## src/logic/proc_defines.svh

```systemverilog
// ------------------------------
// control unit widths, RV32 opcode
// fields and manager CSR numbers
// ------------------------------

`ifndef PROC_DEFINES_SVH
`define PROC_DEFINES_SVH

// field widths
`define PROC_INST_W          32
`define PROC_RADDR_W         5
`define PROC_CSR_W           12

// manager CSRs
`define PROC_CSR_PROC2MNGR   12'h7C0
`define PROC_CSR_MNGR2PROC   12'hFC0

// RV32 major opcodes
`define PROC_OPC_OP          7'b0110011
`define PROC_OPC_OP_IMM      7'b0010011
`define PROC_OPC_LUI         7'b0110111
`define PROC_OPC_AUIPC       7'b0010111
`define PROC_OPC_LOAD        7'b0000011
`define PROC_OPC_STORE       7'b0100011
`define PROC_OPC_BRANCH      7'b1100011
`define PROC_OPC_JAL         7'b1101111
`define PROC_OPC_JALR        7'b1100111
`define PROC_OPC_SYSTEM      7'b1110011

`endif

```

## src/logic/proc_pkg.sv

```systemverilog
// ------------------------------
// control enums and bundles shared
// by the pipeline control blocks
// ------------------------------

`include "proc_defines.svh"

package proc_pkg;

  // alu ops, encoding matches the datapath alu
  typedef enum logic [3:0] {
    alu_add, alu_sub, alu_and, alu_or, alu_xor, alu_sll, alu_srl,
    alu_sra, alu_slt, alu_sltu, alu_lui, alu_cp0, alu_cp1, alu_auipc
  } alu_fn_e;

  typedef enum logic [2:0] {
    br_none, br_bne, br_beq, br_blt, br_bltu, br_bge, br_bgeu
  } br_type_e;

  typedef enum logic [1:0] {jt_none, jt_jal, jt_jalr} jump_type_e;
  typedef enum logic {op1_rf, op1_pc} op1_sel_e;
  typedef enum logic [1:0] {op2_rf, op2_imm, op2_csr} op2_sel_e;
  typedef enum logic [2:0] {imm_i, imm_s, imm_b, imm_u, imm_j, imm_shamt} imm_type_e;
  typedef enum logic [1:0] {mem_none, mem_load, mem_store} mem_type_e;

  // F pc mux
  typedef enum logic [1:0] {pc_plus4, pc_branch, pc_jal, pc_jalr} pc_sel_e;

  // X result mux
  typedef enum logic {ex_pc4, ex_alu} ex_sel_e;

  // decoded fields of the instruction in D
  typedef struct packed {
    logic                     inst_val;
    br_type_e                 br_type;
    jump_type_e               jump_type;
    imm_type_e                imm_type;
    op1_sel_e                 op1_sel;
    op2_sel_e                 op2_sel;
    logic                     rs1_en;
    logic                     rs2_en;
    alu_fn_e                  alu_fn;
    mem_type_e                mem_type;
    logic                     wb_sel;
    ex_sel_e                  ex_sel;
    logic                     rf_wen;
    logic [`PROC_RADDR_W-1:0] rs1;
    logic [`PROC_RADDR_W-1:0] rs2;
    logic [`PROC_RADDR_W-1:0] rd;
    logic                     proc2mngr;
    logic                     mngr2proc;
  } dec_ctrl_t;

  // writeback tag kept in X, M and W
  typedef struct packed {
    logic                     val;
    logic                     rf_wen_pending;
    logic [`PROC_RADDR_W-1:0] rf_waddr;
  } wb_tag_t;

endpackage

```

## src/logic/inst_decoder.sv

```systemverilog
// ------------------------------
// instruction decoder
// maps the word in D to the control bundle
// ------------------------------

`timescale 1ns/100ps

`include "proc_defines.svh"

module inst_decoder import proc_pkg::*; (
  input  logic [`PROC_INST_W-1:0] inst_i,
  output dec_ctrl_t               ctrl_o
);

  logic [6:0]             opcode;
  logic [2:0]             funct3;
  logic [6:0]             funct7;
  logic [`PROC_CSR_W-1:0] csr;

  assign opcode = inst_i[6:0];
  assign funct3 = inst_i[14:12];
  assign funct7 = inst_i[31:25];
  assign csr    = inst_i[31:20];

  always_comb begin
    // defaults, everything off
    ctrl_o        = '0;
    ctrl_o.rs1    = inst_i[19:15];
    ctrl_o.rs2    = inst_i[24:20];
    ctrl_o.rd     = inst_i[11:7];
    ctrl_o.ex_sel = ex_alu;

    case (opcode)
      // ------------------------------
      // reg-reg
      `PROC_OPC_OP: begin
        ctrl_o.inst_val = 1'b1;
        ctrl_o.rs1_en   = 1'b1;
        ctrl_o.rs2_en   = 1'b1;
        ctrl_o.rf_wen   = 1'b1;
        case ({funct7, funct3})
          {7'h00, 3'b000}: ctrl_o.alu_fn = alu_add;
          {7'h20, 3'b000}: ctrl_o.alu_fn = alu_sub;
          {7'h00, 3'b001}: ctrl_o.alu_fn = alu_sll;
          {7'h00, 3'b010}: ctrl_o.alu_fn = alu_slt;
          {7'h00, 3'b011}: ctrl_o.alu_fn = alu_sltu;
          {7'h00, 3'b100}: ctrl_o.alu_fn = alu_xor;
          {7'h00, 3'b101}: ctrl_o.alu_fn = alu_srl;
          {7'h20, 3'b101}: ctrl_o.alu_fn = alu_sra;
          {7'h00, 3'b110}: ctrl_o.alu_fn = alu_or;
          {7'h00, 3'b111}: ctrl_o.alu_fn = alu_and;
          default:         ctrl_o.inst_val = 1'b0;
        endcase
      end
      // ------------------------------
      // reg-imm, shifts take shamt
      `PROC_OPC_OP_IMM: begin
        ctrl_o.inst_val = 1'b1;
        ctrl_o.rs1_en   = 1'b1;
        ctrl_o.rf_wen   = 1'b1;
        ctrl_o.op2_sel  = op2_imm;
        case (funct3)
          3'b000: ctrl_o.alu_fn = alu_add;
          3'b010: ctrl_o.alu_fn = alu_slt;
          3'b011: ctrl_o.alu_fn = alu_sltu;
          3'b100: ctrl_o.alu_fn = alu_xor;
          3'b110: ctrl_o.alu_fn = alu_or;
          3'b111: ctrl_o.alu_fn = alu_and;
          default: ctrl_o.imm_type = imm_shamt;
        endcase
        if (funct3 == 3'b001) begin
          ctrl_o.alu_fn   = alu_sll;
          ctrl_o.inst_val = (funct7 == 7'h00);
        end
        if (funct3 == 3'b101) begin
          ctrl_o.alu_fn   = (funct7 == 7'h20) ? alu_sra : alu_srl;
          ctrl_o.inst_val = (funct7 == 7'h00) || (funct7 == 7'h20);
        end
      end
      `PROC_OPC_LUI, `PROC_OPC_AUIPC: begin
        ctrl_o.inst_val = 1'b1;
        ctrl_o.rf_wen   = 1'b1;
        ctrl_o.imm_type = imm_u;
        ctrl_o.op2_sel  = op2_imm;
        // auipc adds the immediate to pc
        ctrl_o.op1_sel  = (opcode == `PROC_OPC_AUIPC) ? op1_pc : op1_rf;
        ctrl_o.alu_fn   = (opcode == `PROC_OPC_AUIPC) ? alu_auipc : alu_lui;
      end
      // ------------------------------
      // memory, word access only
      `PROC_OPC_LOAD: begin
        ctrl_o.inst_val = (funct3 == 3'b010);
        ctrl_o.rs1_en   = 1'b1;
        ctrl_o.op2_sel  = op2_imm;
        ctrl_o.mem_type = mem_load;
        ctrl_o.wb_sel   = 1'b1;
        ctrl_o.rf_wen   = 1'b1;
      end
      `PROC_OPC_STORE: begin
        ctrl_o.inst_val = (funct3 == 3'b010);
        ctrl_o.rs1_en   = 1'b1;
        ctrl_o.rs2_en   = 1'b1;
        ctrl_o.imm_type = imm_s;
        ctrl_o.op2_sel  = op2_imm;
        ctrl_o.mem_type = mem_store;
      end
      // ------------------------------
      // control flow
      `PROC_OPC_BRANCH: begin
        ctrl_o.inst_val = (funct3 != 3'b010) && (funct3 != 3'b011);
        ctrl_o.rs1_en   = 1'b1;
        ctrl_o.rs2_en   = 1'b1;
        ctrl_o.imm_type = imm_b;
        case (funct3)
          3'b000:  ctrl_o.br_type = br_beq;
          3'b001:  ctrl_o.br_type = br_bne;
          3'b100:  ctrl_o.br_type = br_blt;
          3'b101:  ctrl_o.br_type = br_bge;
          3'b110:  ctrl_o.br_type = br_bltu;
          default: ctrl_o.br_type = br_bgeu;
        endcase
      end
      `PROC_OPC_JAL: begin
        ctrl_o.inst_val  = 1'b1;
        ctrl_o.imm_type  = imm_j;
        ctrl_o.op1_sel   = op1_pc;
        ctrl_o.op2_sel   = op2_imm;
        ctrl_o.jump_type = jt_jal;
        ctrl_o.ex_sel    = ex_pc4;
        ctrl_o.rf_wen    = 1'b1;
      end
      `PROC_OPC_JALR: begin
        // target is rs1 + imm, link is pc+4
        ctrl_o.inst_val  = (funct3 == 3'b000);
        ctrl_o.rs1_en    = 1'b1;
        ctrl_o.op2_sel   = op2_imm;
        ctrl_o.jump_type = jt_jalr;
        ctrl_o.ex_sel    = ex_pc4;
        ctrl_o.rf_wen    = 1'b1;
      end
      // ------------------------------
      // csrr is csrrs rd,csr,x0 and csrw is csrrw x0,csr,rs1
      `PROC_OPC_SYSTEM: begin
        if (funct3 == 3'b010 && inst_i[19:15] == '0 && csr == `PROC_CSR_MNGR2PROC) begin
          ctrl_o.inst_val  = 1'b1;
          ctrl_o.op2_sel   = op2_csr;
          ctrl_o.alu_fn    = alu_cp1;
          ctrl_o.rf_wen    = 1'b1;
          ctrl_o.mngr2proc = 1'b1;
        end
        if (funct3 == 3'b001 && inst_i[11:7] == '0 && csr == `PROC_CSR_PROC2MNGR) begin
          ctrl_o.inst_val  = 1'b1;
          ctrl_o.rs1_en    = 1'b1;
          ctrl_o.alu_fn    = alu_cp0;
          ctrl_o.proc2mngr = 1'b1;
        end
      end
      default: ctrl_o.inst_val = 1'b0;
    endcase

    // unknown word, no side effects at all
    if (!ctrl_o.inst_val) begin
      ctrl_o.rs1_en    = 1'b0;
      ctrl_o.rs2_en    = 1'b0;
      ctrl_o.rf_wen    = 1'b0;
      ctrl_o.mem_type  = mem_none;
      ctrl_o.br_type   = br_none;
      ctrl_o.jump_type = jt_none;
      ctrl_o.proc2mngr = 1'b0;
      ctrl_o.mngr2proc = 1'b0;
    end
  end

endmodule

```

## src/logic/hazard_unit.sv

```systemverilog
// ------------------------------
// hazard unit
// raw check of D sources vs X, M, W
// ------------------------------

`timescale 1ns/100ps

`include "proc_defines.svh"

module hazard_unit import proc_pkg::*; (
  input  dec_ctrl_t ctrl_i,
  input  wb_tag_t   tag_x_i,
  input  wb_tag_t   tag_m_i,
  input  wb_tag_t   tag_w_i,
  output logic      hazard_o
);

  // one source against one stage, x0 never conflicts
  function automatic logic raw_hit(
    input wb_tag_t                  tag,
    input logic                     src_en,
    input logic [`PROC_RADDR_W-1:0] src
  );
    raw_hit = src_en && tag.val && tag.rf_wen_pending
              && (tag.rf_waddr == src) && (tag.rf_waddr != '0);
  endfunction

  logic hit_rs1;
  logic hit_rs2;

  // rs1 against all three producers
  assign hit_rs1 = raw_hit(tag_x_i, ctrl_i.rs1_en, ctrl_i.rs1)
                || raw_hit(tag_m_i, ctrl_i.rs1_en, ctrl_i.rs1)
                || raw_hit(tag_w_i, ctrl_i.rs1_en, ctrl_i.rs1);

  // rs2 likewise
  assign hit_rs2 = raw_hit(tag_x_i, ctrl_i.rs2_en, ctrl_i.rs2)
                || raw_hit(tag_m_i, ctrl_i.rs2_en, ctrl_i.rs2)
                || raw_hit(tag_w_i, ctrl_i.rs2_en, ctrl_i.rs2);

  // not qualified with val_D here
  assign hazard_o = hit_rs1 || hit_rs2;

endmodule

```

## src/logic/mem_port_arbiter.sv

```systemverilog
// ------------------------------
// memory port arbiter
// data over fetch on one request port
// ------------------------------

`timescale 1ns/100ps

module mem_port_arbiter (
  input  logic clk,
  input  logic reset,
  input  logic imem_req_i,
  input  logic dmem_req_i,
  input  logic memreq_rdy_i,
  output logic imem_gnt_o,
  output logic dmem_gnt_o,
  output logic memreq_val_o,
  output logic memreq_sel_o
);

  logic port_on_q;
  logic port_on;

  // port opens the cycle after reset drops
  always_ff @(posedge clk) begin
    if (reset) begin
      port_on_q <= 1'b0;
    end else begin
      port_on_q <= 1'b1;
    end
  end

  assign port_on = port_on_q && !reset;

  // fixed priority, data first
  assign dmem_gnt_o = port_on && dmem_req_i && memreq_rdy_i;
  assign imem_gnt_o = port_on && imem_req_i && !dmem_req_i && memreq_rdy_i;

  assign memreq_val_o = port_on && (dmem_req_i || imem_req_i);
  // 1 selects data
  assign memreq_sel_o = dmem_req_i;

endmodule

```

## src/logic/pipe_ctrl.sv

```systemverilog
// ------------------------------
// pipeline control, valid, stall and
// squash per stage plus branch resolve
// ------------------------------

`timescale 1ns/100ps

`include "proc_defines.svh"

module pipe_ctrl import proc_pkg::*; (
  input  logic                     clk,
  input  logic                     reset,
  input  dec_ctrl_t                ctrl_i,
  input  logic                     hazard_i,
  input  logic                     imem_gnt_i,
  input  logic                     dmem_gnt_i,
  input  logic                     imemresp_val_i,
  input  logic                     dmemresp_val_i,
  input  logic                     mngr2proc_val_i,
  input  logic                     proc2mngr_rdy_i,
  input  logic                     br_eq_x_i,
  input  logic                     br_lt_x_i,
  input  logic                     br_ltu_x_i,
  output wb_tag_t                  tag_x_o,
  output wb_tag_t                  tag_m_o,
  output wb_tag_t                  tag_w_o,
  output logic                     imem_req_o,
  output logic                     dmem_req_o,
  output logic                     imemresp_rdy_o,
  output logic                     imemresp_drop_o,
  output logic                     dmemresp_rdy_o,
  output logic                     mngr2proc_rdy_o,
  output logic                     proc2mngr_val_o,
  output logic                     reg_en_f_o,
  output logic                     reg_en_d_o,
  output logic                     reg_en_x_o,
  output logic                     reg_en_m_o,
  output logic                     reg_en_w_o,
  output pc_sel_e                  pc_sel_f_o,
  output op1_sel_e                 op1_sel_d_o,
  output op2_sel_e                 op2_sel_d_o,
  output imm_type_e                imm_type_d_o,
  output alu_fn_e                  alu_fn_x_o,
  output ex_sel_e                  ex_sel_x_o,
  output logic                     wb_sel_m_o,
  output logic [`PROC_RADDR_W-1:0] rf_waddr_w_o,
  output logic                     rf_wen_w_o,
  output logic                     commit_o
);

  logic      val_f;
  logic      val_d;
  wb_tag_t   tag_x_q;
  wb_tag_t   tag_m_q;
  wb_tag_t   tag_w_q;
  dec_ctrl_t ctrl_x_q;
  dec_ctrl_t ctrl_m_q;
  logic      p2m_w_q;

  logic ostall_f;
  logic ostall_d;
  logic ostall_x;
  logic ostall_m;
  logic ostall_w;
  logic stall_f;
  logic stall_d;
  logic stall_x;
  logic stall_m;
  logic stall_w;
  logic osquash_d;
  logic osquash_x;
  logic squash_f;
  logic squash_d;
  logic redirect_d;
  logic redirect_x;
  pc_sel_e pc_sel_x;

  // ------------------------------
  // ostall per stage
  // ------------------------------
  assign ostall_f = val_f && !imemresp_val_i;
  // csrr waits on the manager
  assign ostall_d = val_d && (hazard_i || (ctrl_i.mngr2proc && !mngr2proc_val_i));
  assign ostall_x = tag_x_q.val && (ctrl_x_q.mem_type != mem_none) && !dmem_gnt_i;
  assign ostall_m = tag_m_q.val && (ctrl_m_q.mem_type != mem_none) && !dmemresp_val_i;
  assign ostall_w = tag_w_q.val && p2m_w_q && !proc2mngr_rdy_i;

  // own ostall or anything downstream
  assign stall_w = tag_w_q.val && ostall_w;
  assign stall_m = tag_m_q.val && (ostall_m || ostall_w);
  assign stall_x = tag_x_q.val && (ostall_x || ostall_m || ostall_w);
  assign stall_d = val_d && (ostall_d || ostall_x || ostall_m || ostall_w);
  assign stall_f = val_f && (ostall_f || ostall_d || ostall_x || ostall_m || ostall_w);

  // ------------------------------
  // redirects and squash
  // ------------------------------
  assign redirect_d = val_d && (ctrl_i.jump_type == jt_jal);

  // branch outcome from the datapath compare flags
  always_comb begin
    redirect_x = 1'b0;
    pc_sel_x   = pc_branch;
    case (ctrl_x_q.br_type)
      br_bne:  redirect_x = !br_eq_x_i;
      br_beq:  redirect_x = br_eq_x_i;
      br_blt:  redirect_x = br_lt_x_i;
      br_bltu: redirect_x = br_ltu_x_i;
      br_bge:  redirect_x = !br_lt_x_i;
      br_bgeu: redirect_x = !br_ltu_x_i;
      default: redirect_x = 1'b0;
    endcase
    if (ctrl_x_q.jump_type == jt_jalr) begin
      redirect_x = 1'b1;
      pc_sel_x   = pc_jalr;
    end
    redirect_x = redirect_x && tag_x_q.val;
  end

  // X wins over D
  assign pc_sel_f_o = redirect_x ? pc_sel_x : (redirect_d ? pc_jal : pc_plus4);

  // no squash from a stalled stage, it would fire twice
  assign osquash_d = redirect_d && !stall_d;
  assign osquash_x = redirect_x && !stall_x;
  assign squash_f  = val_f && (osquash_d || osquash_x);
  assign squash_d  = val_d && osquash_x;

  // ------------------------------
  // F, fetch goes out ahead of F
  // ------------------------------
  assign imem_req_o      = !stall_f || squash_f;
  assign imemresp_rdy_o  = !stall_f || squash_f;
  assign imemresp_drop_o = squash_f;
  // pc only moves when the fetch was issued
  assign reg_en_f_o      = imem_req_o && imem_gnt_i;

  always_ff @(posedge clk) begin
    if (reset) begin
      val_f <= 1'b0;
    end else if (imem_req_o) begin
      val_f <= imem_gnt_i;
    end
  end

  // ------------------------------
  // D
  // ------------------------------
  assign reg_en_d_o      = !stall_d || squash_d;
  assign mngr2proc_rdy_o = val_d && !stall_d && ctrl_i.mngr2proc;
  assign op1_sel_d_o     = ctrl_i.op1_sel;
  assign op2_sel_d_o     = ctrl_i.op2_sel;
  assign imm_type_d_o    = ctrl_i.imm_type;

  always_ff @(posedge clk) begin
    if (reset) begin
      val_d <= 1'b0;
    end else if (reg_en_d_o) begin
      val_d <= val_f && !stall_f && !squash_f;
    end
  end

  // ------------------------------
  // X, M and W
  // ------------------------------
  assign reg_en_x_o = !stall_x;
  assign reg_en_m_o = !stall_m;
  assign reg_en_w_o = !stall_w;

  // request while downstream is free, transfer on grant
  assign dmem_req_o = tag_x_q.val && (ctrl_x_q.mem_type != mem_none)
                      && !ostall_m && !ostall_w;

  always_ff @(posedge clk) begin
    if (reset) begin
      tag_x_q <= '0;
      tag_m_q <= '0;
      tag_w_q <= '0;
    end else begin
      if (reg_en_x_o) begin
        tag_x_q  <= '{val: val_d && !stall_d && !squash_d,
                      rf_wen_pending: ctrl_i.rf_wen, rf_waddr: ctrl_i.rd};
        ctrl_x_q <= ctrl_i;
      end
      if (reg_en_m_o) begin
        tag_m_q  <= '{val: tag_x_q.val && !stall_x,
                      rf_wen_pending: tag_x_q.rf_wen_pending, rf_waddr: tag_x_q.rf_waddr};
        ctrl_m_q <= ctrl_x_q;
      end
      if (reg_en_w_o) begin
        tag_w_q  <= '{val: tag_m_q.val && !stall_m,
                      rf_wen_pending: tag_m_q.rf_wen_pending, rf_waddr: tag_m_q.rf_waddr};
        p2m_w_q  <= ctrl_m_q.proc2mngr;
      end
    end
  end

  assign alu_fn_x_o     = ctrl_x_q.alu_fn;
  assign ex_sel_x_o     = ctrl_x_q.ex_sel;
  assign wb_sel_m_o     = ctrl_m_q.wb_sel;
  assign dmemresp_rdy_o = tag_m_q.val && !stall_m && (ctrl_m_q.mem_type != mem_none);

  // W side effects only on valid, unstalled
  assign rf_waddr_w_o    = tag_w_q.rf_waddr;
  assign rf_wen_w_o      = tag_w_q.val && tag_w_q.rf_wen_pending;
  assign proc2mngr_val_o = tag_w_q.val && !stall_w && p2m_w_q;
  assign commit_o        = tag_w_q.val && !stall_w;

  assign tag_x_o = tag_x_q;
  assign tag_m_o = tag_m_q;
  assign tag_w_o = tag_w_q;

endmodule

```

## src/logic/proc_ctrl_top.sv

```systemverilog
// ------------------------------
// control unit top, decoder, hazard
// unit, pipe control and memory arbiter
// ------------------------------

`timescale 1ns/100ps

`include "proc_defines.svh"

module proc_ctrl_top import proc_pkg::*; (
  input  logic                     clk,
  input  logic                     reset,
  input  logic [`PROC_INST_W-1:0]  inst_d_i,
  // memory
  input  logic                     memreq_rdy_i,
  output logic                     memreq_val_o,
  output logic                     memreq_sel_o,
  input  logic                     imemresp_val_i,
  output logic                     imemresp_rdy_o,
  output logic                     imemresp_drop_o,
  input  logic                     dmemresp_val_i,
  output logic                     dmemresp_rdy_o,
  // manager
  input  logic                     mngr2proc_val_i,
  output logic                     mngr2proc_rdy_o,
  output logic                     proc2mngr_val_o,
  input  logic                     proc2mngr_rdy_i,
  // datapath status
  input  logic                     br_eq_x_i,
  input  logic                     br_lt_x_i,
  input  logic                     br_ltu_x_i,
  // datapath control
  output logic                     reg_en_f_o,
  output logic                     reg_en_d_o,
  output logic                     reg_en_x_o,
  output logic                     reg_en_m_o,
  output logic                     reg_en_w_o,
  output pc_sel_e                  pc_sel_f_o,
  output op1_sel_e                 op1_sel_d_o,
  output op2_sel_e                 op2_sel_d_o,
  output imm_type_e                imm_type_d_o,
  output alu_fn_e                  alu_fn_x_o,
  output ex_sel_e                  ex_sel_x_o,
  output logic                     wb_sel_m_o,
  output logic [`PROC_RADDR_W-1:0] rf_waddr_w_o,
  output logic                     rf_wen_w_o,
  output logic                     commit_o
);

  dec_ctrl_t dec_ctrl;
  wb_tag_t   tag_x;
  wb_tag_t   tag_m;
  wb_tag_t   tag_w;
  logic      hazard;
  logic      imem_req;
  logic      dmem_req;
  logic      imem_gnt;
  logic      dmem_gnt;

  inst_decoder u_dec (
    .inst_i (inst_d_i),
    .ctrl_o (dec_ctrl)
  );

  hazard_unit u_haz (
    .ctrl_i   (dec_ctrl),
    .tag_x_i  (tag_x),
    .tag_m_i  (tag_m),
    .tag_w_i  (tag_w),
    .hazard_o (hazard)
  );

  // remaining ports share names with the top
  pipe_ctrl u_pipe (
    .ctrl_i     (dec_ctrl),
    .hazard_i   (hazard),
    .imem_gnt_i (imem_gnt),
    .dmem_gnt_i (dmem_gnt),
    .tag_x_o    (tag_x),
    .tag_m_o    (tag_m),
    .tag_w_o    (tag_w),
    .imem_req_o (imem_req),
    .dmem_req_o (dmem_req),
    .*
  );

  mem_port_arbiter u_arb (
    .clk          (clk),
    .reset        (reset),
    .imem_req_i   (imem_req),
    .dmem_req_i   (dmem_req),
    .memreq_rdy_i (memreq_rdy_i),
    .imem_gnt_o   (imem_gnt),
    .dmem_gnt_o   (dmem_gnt),
    .memreq_val_o (memreq_val_o),
    .memreq_sel_o (memreq_sel_o)
  );

endmodule

```

## config.mk

```make
export PLATFORM = sky130hd
export DESIGN_NAME = proc_ctrl_top
export DESIGN_NICKNAME = d
export VERILOG_FILES = /design/src/logic/proc_pkg.sv /design/src/logic/inst_decoder.sv /design/src/logic/hazard_unit.sv /design/src/logic/mem_port_arbiter.sv /design/src/logic/pipe_ctrl.sv /design/src/logic/proc_ctrl_top.sv
export VERILOG_INCLUDE_DIRS = /design/src /design/src/logic
export SDC_FILE = /design/constraint.sdc
export NUM_CORES = 1
export LEC_CHECK = 0
export ABC_CLOCK_PERIOD_IN_PS = 2400
export BUFFER_PORTS_ARGS = -buffer_cell sky130_fd_sc_hd__buf_2
export CAP_MARGIN = 20
export CORE_UTILIZATION = 30
export DETAILED_ROUTE_END_ITERATION = 16
export GPL_TIMING_DRIVEN = 0
export PLACE_DENSITY = 0.59
export SLEW_MARGIN = 10
export SYNTH_ARGS = -nofsm -noshare
export SYNTH_HDL_FRONTEND = slang
export SYNTH_SLANG_ARGS = --single-unit
```

## constraint.sdc

```tcl
create_clock -name clk -period 2.4 [get_ports clk]
set_input_delay 0 -clock clk [delete_from_list [all_inputs] [get_ports clk]]
set_output_delay 0 -clock clk [all_outputs]
set_load 0.005 [all_outputs]
```

# After elaboration in Yosys (flattened, before gate mapping)
# Cells that the tools add are included.
[word_totals]
output_inout_bits = 33
register_bits = 43
elab_cells = 248
inputBits = 42
[op_classes]
bitwise = 4
mux = 41
eq_ne = 45
reduce_logical = 135
[ops]
columns = ["op", "count"]
rows = [
  ["1-bit logical AND", 70],
  ["10-bit by 3-bit equality test with 1-bit output, second input constant", 4],
  ["4-bit one-hot mux with 9 select lines", 1],
  ["5-bit equality test", 6],
  ["3-bit one-hot mux with 5 select lines", 2],
  ["7-bit by 6-bit equality test with 1-bit output, second input constant", 4],
  ["7-bit equality test, second input constant", 4],
  ["3-bit equality test, second input constant", 7],
  ["1-bit logical OR", 21],
  ["10-bit by 2-bit equality test with 1-bit output, second input constant", 2],
  ["10-bit by 9-bit equality test with 1-bit output, second input constant", 2],
  ["4-bit one-hot mux with 5 select lines", 1],
  ["1-bit logical NOT", 19],
  ["1-bit 2-to-1 mux", 16],
  ["4-bit 2-to-1 mux", 4],
  ["4-bit one-hot mux with 4 select lines", 1],
  ["5-bit nonzero test", 3],
  ["7-bit by 5-bit equality test with 1-bit output, second input constant", 2],
  ["7-bit OR reduction", 2],
  ["12-bit by 11-bit equality test with 1-bit output, second input constant", 1],
  ["12-bit equality test, second input constant", 1],
  ["3-bit by 2-bit equality test with 1-bit output, second input constant", 4],
  ["2-bit 2-to-1 mux", 6],
  ["2-bit one-hot mux with 2 select lines", 3],
  ["other kinds (21)", 39],
]

# Longest topological paths before layout
# Gate-level depths: netlist of run 1.
[logic_depth]
ltp_word = 29
mapped_depth = 9
depth_no_buf = 8

# By module
# Synthesis of run 1 repeated with hierarchy kept, for this count alone.
[hier_totals]
cells_unflattened = 371
area_unflattened_um2 = 3163.0
[by_module_without_submodules]
columns = ["mod", "seq_area_each_um2", "cells_each", "n_inst", "area_per_inst_um2"]
rows = [
  ["pipe_ctrl", 1031.0, 178, 1, 1820.5],
  ["inst_decoder", 0.0, 133, 1, 865.8],
  ["hazard_unit", 0.0, 52, 1, 395.4],
  ["mem_port_arbiter", 20.0, 8, 1, 81.3],
]

# Least setup slack after synthesis of run 1
# OpenSTA, ideal clock, no wires.
[synth_path]
path_kind = "register to register"
start = "register u_pipe.ctrl_x_q[21] (netlist bit)"
end = "register u_pipe.ctrl_x_q, in the netlist u_pipe.alu_fn_x_o[0], enable pin"
slack_ns = 0.070
t_required_ns = 2.010
period_less_slack_ns = 2.330
setup_ns = 0.390
arrival_time_ns = 1.940
stages_incl_launch_ff = 6
path_buffers = 1
path_cell_list = "edfxtp_1 o21ai_0 a21oi_1 or2_2 clkbuf_1 a21oi_1"
[synth_via]
elab_chain_cells = 13
[synth_lines]
columns = ["item", "line_no", "text"]
rows = [
  ["from (decl)", "pipe_ctrl.sv:56", "dec_ctrl_t ctrl_x_q;"],
  ["from (signal assigned)", "pipe_ctrl.sv:183", "ctrl_x_q <= ctrl_i;"],
  ["2-bit nonzero test (*)", "pipe_ctrl.sv:84, pipe_ctrl.sv:171", ""],
  ["1-bit logical AND (*)", "pipe_ctrl.sv:84, pipe_ctrl.sv:171", ""],
  ["1-bit logical AND (2 in series)", "pipe_ctrl.sv:172", "&& !ostall_m && !ostall_w;"],
  ["1-bit logical AND (2 in series)", "mem_port_arbiter.sv:35", "assign dmem_gnt_o = port_on && dmem_req_i && memreq_rdy_i;"],
  ["1-bit logical NOT", "pipe_ctrl.sv:84", "assign ostall_x = tag_x_q.val && (ctrl_x_q.mem_type != mem_none) && !dmem_gnt_i;"],
  ["1-bit logical AND (*)", "pipe_ctrl.sv:84", ""],
  ["1-bit logical OR (*) (2 in series)", "pipe_ctrl.sv:91", "assign stall_x = tag_x_q.val && (ostall_x || ostall_m || ostall_w);"],
  ["1-bit logical AND (*)", "pipe_ctrl.sv:91", ""],
  ["1-bit NOT (no source line) (*)", "-", ""],
  ["2-bit AND reduction (no source line) (*)", "-", ""],
]
# Mark *: on every way between the ends. The rest lies on a longest branch, timed or not.
# A chain may end at the register's enable or synchronous reset.

# Worst setup path after layout of run 1
[layout_path]
start = "register u_pipe.tag_m_q, in the netlist u_pipe.tag_m_o[1]"
end = "output memreq_val_o"
[layout_via]
elab_chain_cells = 19
word_cells_on_any_way = 31
cone_classes = "eq/ne (2); reduce/logical (29)"
[layout_lines]
columns = ["item", "line_no", "text"]
rows = [
  ["from (decl)", "pipe_ctrl.sv:54", "wb_tag_t tag_m_q;"],
  ["from (signal assigned)", "pipe_ctrl.sv:186", "tag_m_q <= '{val: tag_x_q.val && !stall_x,"],
  ["5-bit equality test", "hazard_unit.sv:25", "&& (tag.rf_waddr == src) && (tag.rf_waddr != '0);"],
  ["1-bit logical AND (2 in series)", "hazard_unit.sv:25", ""],
  ["1-bit logical OR, on equally long branches", "hazard_unit.sv:33, hazard_unit.sv:38", ""],
  ["1-bit logical OR, on equally long branches", "hazard_unit.sv:34, hazard_unit.sv:39", ""],
  ["1-bit logical OR (*)", "hazard_unit.sv:42", "assign hazard_o = hit_rs1 || hit_rs2;"],
  ["1-bit logical OR (*)", "pipe_ctrl.sv:83", "assign ostall_d = val_d && (hazard_i || (ctrl_i.mngr2proc && !mngr2proc_val_i));"],
  ["1-bit logical AND (*)", "pipe_ctrl.sv:83", ""],
  ["1-bit logical OR (3 in series)", "pipe_ctrl.sv:92", "assign stall_d = val_d && (ostall_d || ostall_x || ostall_m || ostall_w);"],
  ["1-bit logical AND", "pipe_ctrl.sv:92", ""],
  ["1-bit logical NOT", "pipe_ctrl.sv:124", "assign osquash_d = redirect_d && !stall_d;"],
  ["1-bit logical AND", "pipe_ctrl.sv:124", ""],
  ["1-bit logical OR", "pipe_ctrl.sv:126", "assign squash_f = val_f && (osquash_d || osquash_x);"],
  ["1-bit logical AND", "pipe_ctrl.sv:126", ""],
  ["1-bit logical OR (*)", "pipe_ctrl.sv:132", "assign imem_req_o = !stall_f || squash_f;"],
  ["1-bit logical OR (*)", "mem_port_arbiter.sv:38", "assign memreq_val_o = port_on && (dmem_req_i || imem_req_i);"],
  ["1-bit logical AND (*)", "mem_port_arbiter.sv:38", ""],
  ["to (decl)", "proc_ctrl_top.sv:16", "output logic memreq_val_o,"],
]
# Marks and branches as above.

==> results of run 1 <==
-- metrics by stage --
step | area [um^2] | util, % | setup TNS [ns] | instances | power, mW
6_report | 3730 | 39.9 | -0.696 | 576 | 1.53
3_3_place_gp | 3440 | 36.9 | -5.61 | 552 | 1.06
5_1_grt | 3730 | 39.9 | -1.34 | 576 | 1.61
3_5_place_dp | 3450 | 37.0 | -0.795 | 553 | 1.07
2_1_floorplan | 2930 | - | 0 | 352 | 0.963
4_1_cts | 3680 | 39.4 | -1.60 | 574 | 1.53
-- routing by layer --
| metal | vias to the layer above | global-route usage [%] | wire (um) |
|---|---|---|---|
| met5 | - | 0 | 0 |
| met3 | 9 | 2.43 | 430 |
| met4 | 0 | 5.69 | 133 |
| li1 | 1451 | - | - |
| met1 | 1381 | 24.1 | 4110 |
| met2 | 90 | 28.3 | 3980 |
-- registers in the layout, summed over array words and instances, names as in the netlist --
name and count:
u_pipe.ctrl_m_q 3, u_pipe.p2m_w_q 1, u_pipe.wb_sel_m_o 1, u_pipe.val_d 1
u_pipe.val_f 1, u_pipe.tag_w_o 2, u_pipe.rf_waddr_w_o 5, u_pipe.ex_sel_x_o 1
u_pipe.alu_fn_x_o 4, u_pipe.tag_x_o 7, u_pipe.tag_m_o 7, u_pipe.ctrl_x_q 9
u_arb.port_on_q 1
-- cells by family after synthesis --
family                    after synthesis  synth area share, %
AOI/OAI and AO/OA                      76                 16.9
xor gates and xnor gates               31                 9.28
buffers and inverters                  44                 7.57
DFF                                    43                 35.9
muxes                                  11                 3.76
and+or+nand+nor                       147                 26.6
-- cell usage in the layout (no fill, tap or decap), drive strengths merged, types with 5 or more instances in the layout --
cell type,n
a21oi,25
a31oi,5
buf,98
clkbuf,22
dfxtp,24
dlygate4sd3,5
edfxtp,19
inv,12
mux2i,11
nand2,33
nand2b,5
nand3,17
nand3b,6
nor2,34
nor2b,5
nor3,9
nor4,11
o21ai,17
xnor2,17
xor2,14
-- path summary, 6_finish.rpt --
| kind | slack [ns] | startpoint | endpoint | cells past startpoint |
|---|---|---|---|---|
| hold / removal | 0.07 | reset | u_arb.port_on_q | 2 |
| hold reg to reg | 0.42 | u_pipe.ctrl_x_q[19] | u_pipe.wb_sel_m_o | 0 |
| setup / recovery | -0.17 | u_pipe.tag_m_o[1] | memreq_val_o | 9 |
| setup reg to reg | -0.06 | u_pipe.tag_m_o[1] | u_pipe.val_f | 9 |
-- where the power goes --
part	total (mW)	internal (mW)	switching [mW]	leakage, nW
Combinational	0.255	0.116	0.139	1.14
Clock	0.470	0.204	0.266	0.0412
Sequential	0.810	0.787	0.0236	0.389
-- layout make-up --
cell class / instances / area [um^2]
fill: 970 / 5600
multi-input combinational: 265 / 1690
sequential: 43 / 1070
timing repair buffer: 87 / 492
buffer: 32 / 180
tap: 129 / 161
clock buffer: 6 / 72.6
inverter: 12 / 45.0
clock inverter: 2 / 12.5
-- repair_timing --
item	CTS	global route
hold buffers	5	0
resized for setup	14	12
setup endpoints to repair	15	24
pin swaps	9	10
endpoints found under the hold margin	5	0
buffers inserted	8	2
==> flow_summary.ini, run 1 <==
[status]
status = finished with violations
violations = negative setup slack

[timing]
fin_crit_sh_pct = 107
tightest_slew_ns = 0.617
finalHoldViolCount = 0
skew_ns = 0.00688
worst_slack_ns = -0.172
slew_violations = 0
finalSetupViolCount = 6
rsz0062_at_grt = true
fin_hold_ws_ns = 0.0697
period_minus_slack_ns = 2.57
relSlewSlack_pct = 58.9
fmax_mhz = 389

[cts]
path_clk_slew_ns = 0.09
cts.sinks = 43
root_buffer = clkbuf_8
cts_tree = built
ctsHtreeMaxLevel = 2
clockBufferDepth = 2
clock_latency_ns = 0.30
cts_buffers = 5

[floorplanning]
die_area_mm2 = 0.0102
initial_core_util_pct = 31.4
rows = 35
die_w_um = 101
io_pins = 75
fp.dieH_um = 101
core_area_mm2 = 0.00933

[setup_path]
start_kind = flop
cp.arrival_ns = 2.57
worstSetupPathType = flop to output port
crit_family = compound AO/OA/AOI/OAI gates
critPathCaptureType = output port
path_max_fanout = 5
worstPathCellList = or4_1 -> o211ai_1 -> nor4_1 -> o32ai_1 -> o2111a_2 -> buf_6 -> o21bai_1 -> a31oi_1 -> buf_2
required_ns = 2.40
critPathBufInv = 2
cp_slowest_stage_delay_ns = 0.51
cp_slowest_cell = or4_1

[synth]
synth_warnings = 0
ys_seq_elements = 43
synth.distinct_cells = 59
synth_area_leader_cell = edfxtp_1
async_reset_ff_share_pct = 0
synth_ff_type = dfxtp_1
yosysMostFrequentCell = nor2_1
netlist_instances = 352
avgSynthCellArea_um2 = 8.31
synth_top_area_share_pct = 19.5
seq_area_frac_synth_pct = 35.9
netlist_area_mm2 = 0.00293
synthTopCellsByArea = edfxtp_1 19%, dfxtp_1 16%, xnor2_1 5.1%, nor2_1 4.4%, a21oi_1 4.3%
synthTopCellsByCount = 34 x nor2_1, 33 x nand2_1, 25 x a21oi_1
syn_nets = 394
synth_edf_count = 19

[grt]
grt_max_degree = 14
grt-ovfl-total = 0
grt_pass1_wl_um = 13800
grt_use_total_pct = 17.5
grt_pass1_vias = 2788
antenna_found_initial = 0

[power_and_ir_drop]
power_density_mw_per_mm2 = 412
power_leakage_nw = 1.57
ir_drop_mv = 0.215

[drt]
routed_wl_um = 8660
ant_nets = 0
drc = 0
vias = 2931
avgViaCountPerCell = 5.09
drtIter0Drc = 133
first_pass_iters = 4
wire_per_inst_um = 15.0

[layout]
n_antenna_cell = 0
area_delta_synth_final_pct = 27.3
finish.net_count = 488
final_layout_size_suffix_gt1_share_pct = 28.6

[placement]
gp_congestion = 0.873
post-place-ws_ns = -0.115
dp_hpwl_um = 6690
numPortBuffers = 71

[job]
cap_violations = 0

[worst_hold_path]
holdCritPathClass = input pin to flop
No activity file was read; power rests on OpenSTA's default activity.
==> inputs of run 2 (changes only) <==
ABC_CLOCK_PERIOD_IN_PS = 2700   (was 2400)
HOLD_SLACK_MARGIN = 0.05   (was default)
PLACE_DENSITY = 0.57   (was 0.59)
clock period = 2.7 ns   (was 2.4 ns; I/O delays follow)
==> run 2 against run 1 <==
  * The flow now finishes without violations
  * Sequential cell count is the same
  * Worst setup slack gained 0.25 ns
  * Cell count decreased by 0.35%
  * Total power decreased by 4.3%
  * Non-clock buffer count fell by 2
  * Register-to-register slack better by 0.27 ns
  * First-iteration DRC count increased by 7.5%
  * Clock skew grew 0.0058 ns
  * Sequential share of layout area decreased by 0.10 points
  * Largest power group unchanged
  * Highest routed layer unchanged
==> flow_summary.ini, run 2 (synthesized netlist as in run 1, its figures left out) <==
[floorplanning]
die_area_mm2 = 0.0102
die_w_um = 101
rows = 35
fp.dieH_um = 101
initial_core_util_pct = 31.4
core_area_mm2 = 0.00933
io_pins = 75

[setup_path]
path_max_fanout = 6
cp_slowest_stage_delay_ns = 0.51
worstPathCellList = or4_1 -> o211ai_1 -> nor4_2 -> o32ai_1 -> o2111a_2 -> buf_6 -> o21bai_1 -> a31oi_1 -> buf_2
critPathCaptureType = output port
cp.arrival_ns = 2.62
required_ns = 2.70
start_kind = flop
worstSetupPathType = flop to output port
cp_slowest_cell = or4_1

[timing]
tightest_slew_ns = 0.640
fmax_mhz = 381
skew_ns = 0.0127
slew_violations = 0
rsz0062_at_grt = true
finalSetupViolCount = 0
relSlewSlack_pct = 57.4
period_minus_slack_ns = 2.62
worst_slack_ns = 0.0771
finalHoldViolCount = 0
fin_hold_ws_ns = 0.0652
fin_crit_sh_pct = 97.1

[power_and_ir_drop]
power_density_mw_per_mm2 = 394
power_leakage_nw = 1.56
total_power_mw = 1.47
ir_drop_mv = 0.230

[grt]
grt_max_degree = 16
use_met1_pct = 24.4
use_met2_pct = 27.7
busiest_layer = met2
grt_use_met3_pct = 2.01
grt_pass1_vias = 2686
grt_pass1_wl_um = 13700
antenna_found_initial = 0
grt-ovfl-total = 0
grt_use_total_pct = 17.2

[worst_hold_path]
holdCritPathClass = input pin to flop

[placement]
numPortBuffers = 71
post-place-ws_ns = 0.181
gp_congestion = 0.880
dp_hpwl_um = 6650

[layout]
fillCellCount = 1010
largest_reg_flops = 9
final_layout_size_suffix_gt1_share_pct = 27.4
n_antenna_cell = 0
top_register = u_pipe.ctrl_x_q
regArea_mm2 = 0.00107
area_delta_synth_final_pct = 27.3
finish.net_count = 486
final_common_cell = buf_2
multi_input_area_mm2 = 0.00168
utilization_pct = 39.9
layout_common_cells = 71 x buf_2, 33 x nand2_1, 33 x nor2_1

[cts]
path_clk_slew_ns = 0.09
root_buffer = clkbuf_8
clock_latency_ns = 0.30
cts_tree = built
cts.sinks = 43
ctsHtreeMaxLevel = 2
cts_buffers = 5
clockBufferDepth = 2

[drt]
avgViaCountPerCell = 5.17
first_pass_iters = 4
wire_per_inst_um = 15.1
drc = 0
drtIter0Drc = 143
ant_nets = 0
routed_wl_um = 8650
vias = 2965

[job]
cap_violations = 0

[status]
status = finished, final reports clean
==> run 2: power by group <==
group          internal [mW]  switching [mW]  total, mW
sequential             0.700          0.0216      0.722
clock                  0.281           0.240      0.521
combinational          0.104           0.123      0.227
==> run 2: final timing paths <==
check                                    startpoint                  end  slack, ns  depth (start not counted)
worst max-delay path              u_pipe.tag_m_o[0]         memreq_val_o       0.08                          9
worst min register to register  u_pipe.ctrl_x_q[19]    u_pipe.wb_sel_m_o       0.42                          0
worst min-delay path                 dmemresp_val_i    u_pipe.tag_w_o[6]       0.07                          3
worst max register to register  u_pipe.ctrl_x_q[21]  u_pipe.ctrl_x_q[38]       0.21                          6
==> run 2: worst max-delay path: cells and delay by family, from the launching register on <==
| kind | cells | cell delay (ns) |
|---|---|---|
| buffers and inverters | 2 | 0.27 |
| and+or+nand+nor | 2 | 0.58 |
| AOI/OAI and AO/OA | 5 | 1.09 |
| DFF | 1 | 0.37 |
==> run 2: layout make-up <==
| cell class | instances | area share [%] |
|---|---|---|
| Multi-Input combinational cell | 265 | 45.1 |
| Sequential cell | 43 | 28.6 |
| Timing Repair Buffer | 86 | 13.0 |
| Buffer | 31 | 4.63 |
| Tap cell | 129 | 4.33 |
| Clock buffer | 5 | 1.85 |
| Clock inverter | 3 | 1.28 |
| Inverter | 12 | 1.21 |
==> run 2: per-stage QoR <==
| stage | TNS [ns] | std cells | cell area [um^2] |
|---|---|---|---|
| CTS | 0 | 566 | 3620 |
| global route | -0.252 | 574 | 3730 |
| global placement | -1.45 | 552 | 3440 |
| finish | 0 | 574 | 3730 |
| detailed placement | 0 | 553 | 3450 |
| floorplan | 0 | 352 | 2930 |
==> run 2: metal layers <==
metal	up-vias	part of all wire (%)
li1	1459	-
met1	1404	47
met3	4	5.1
met5	-	0
met2	98	47
met4	0	0.84
==> run 2: timing repair <==
item,CTS,global route
pin swaps,0,14
endpoints found under the hold margin,5,0
gates resized for setup,1,15
hold buffers,5,0
setup buffers,0,9
endpoints found under the setup margin,1,5
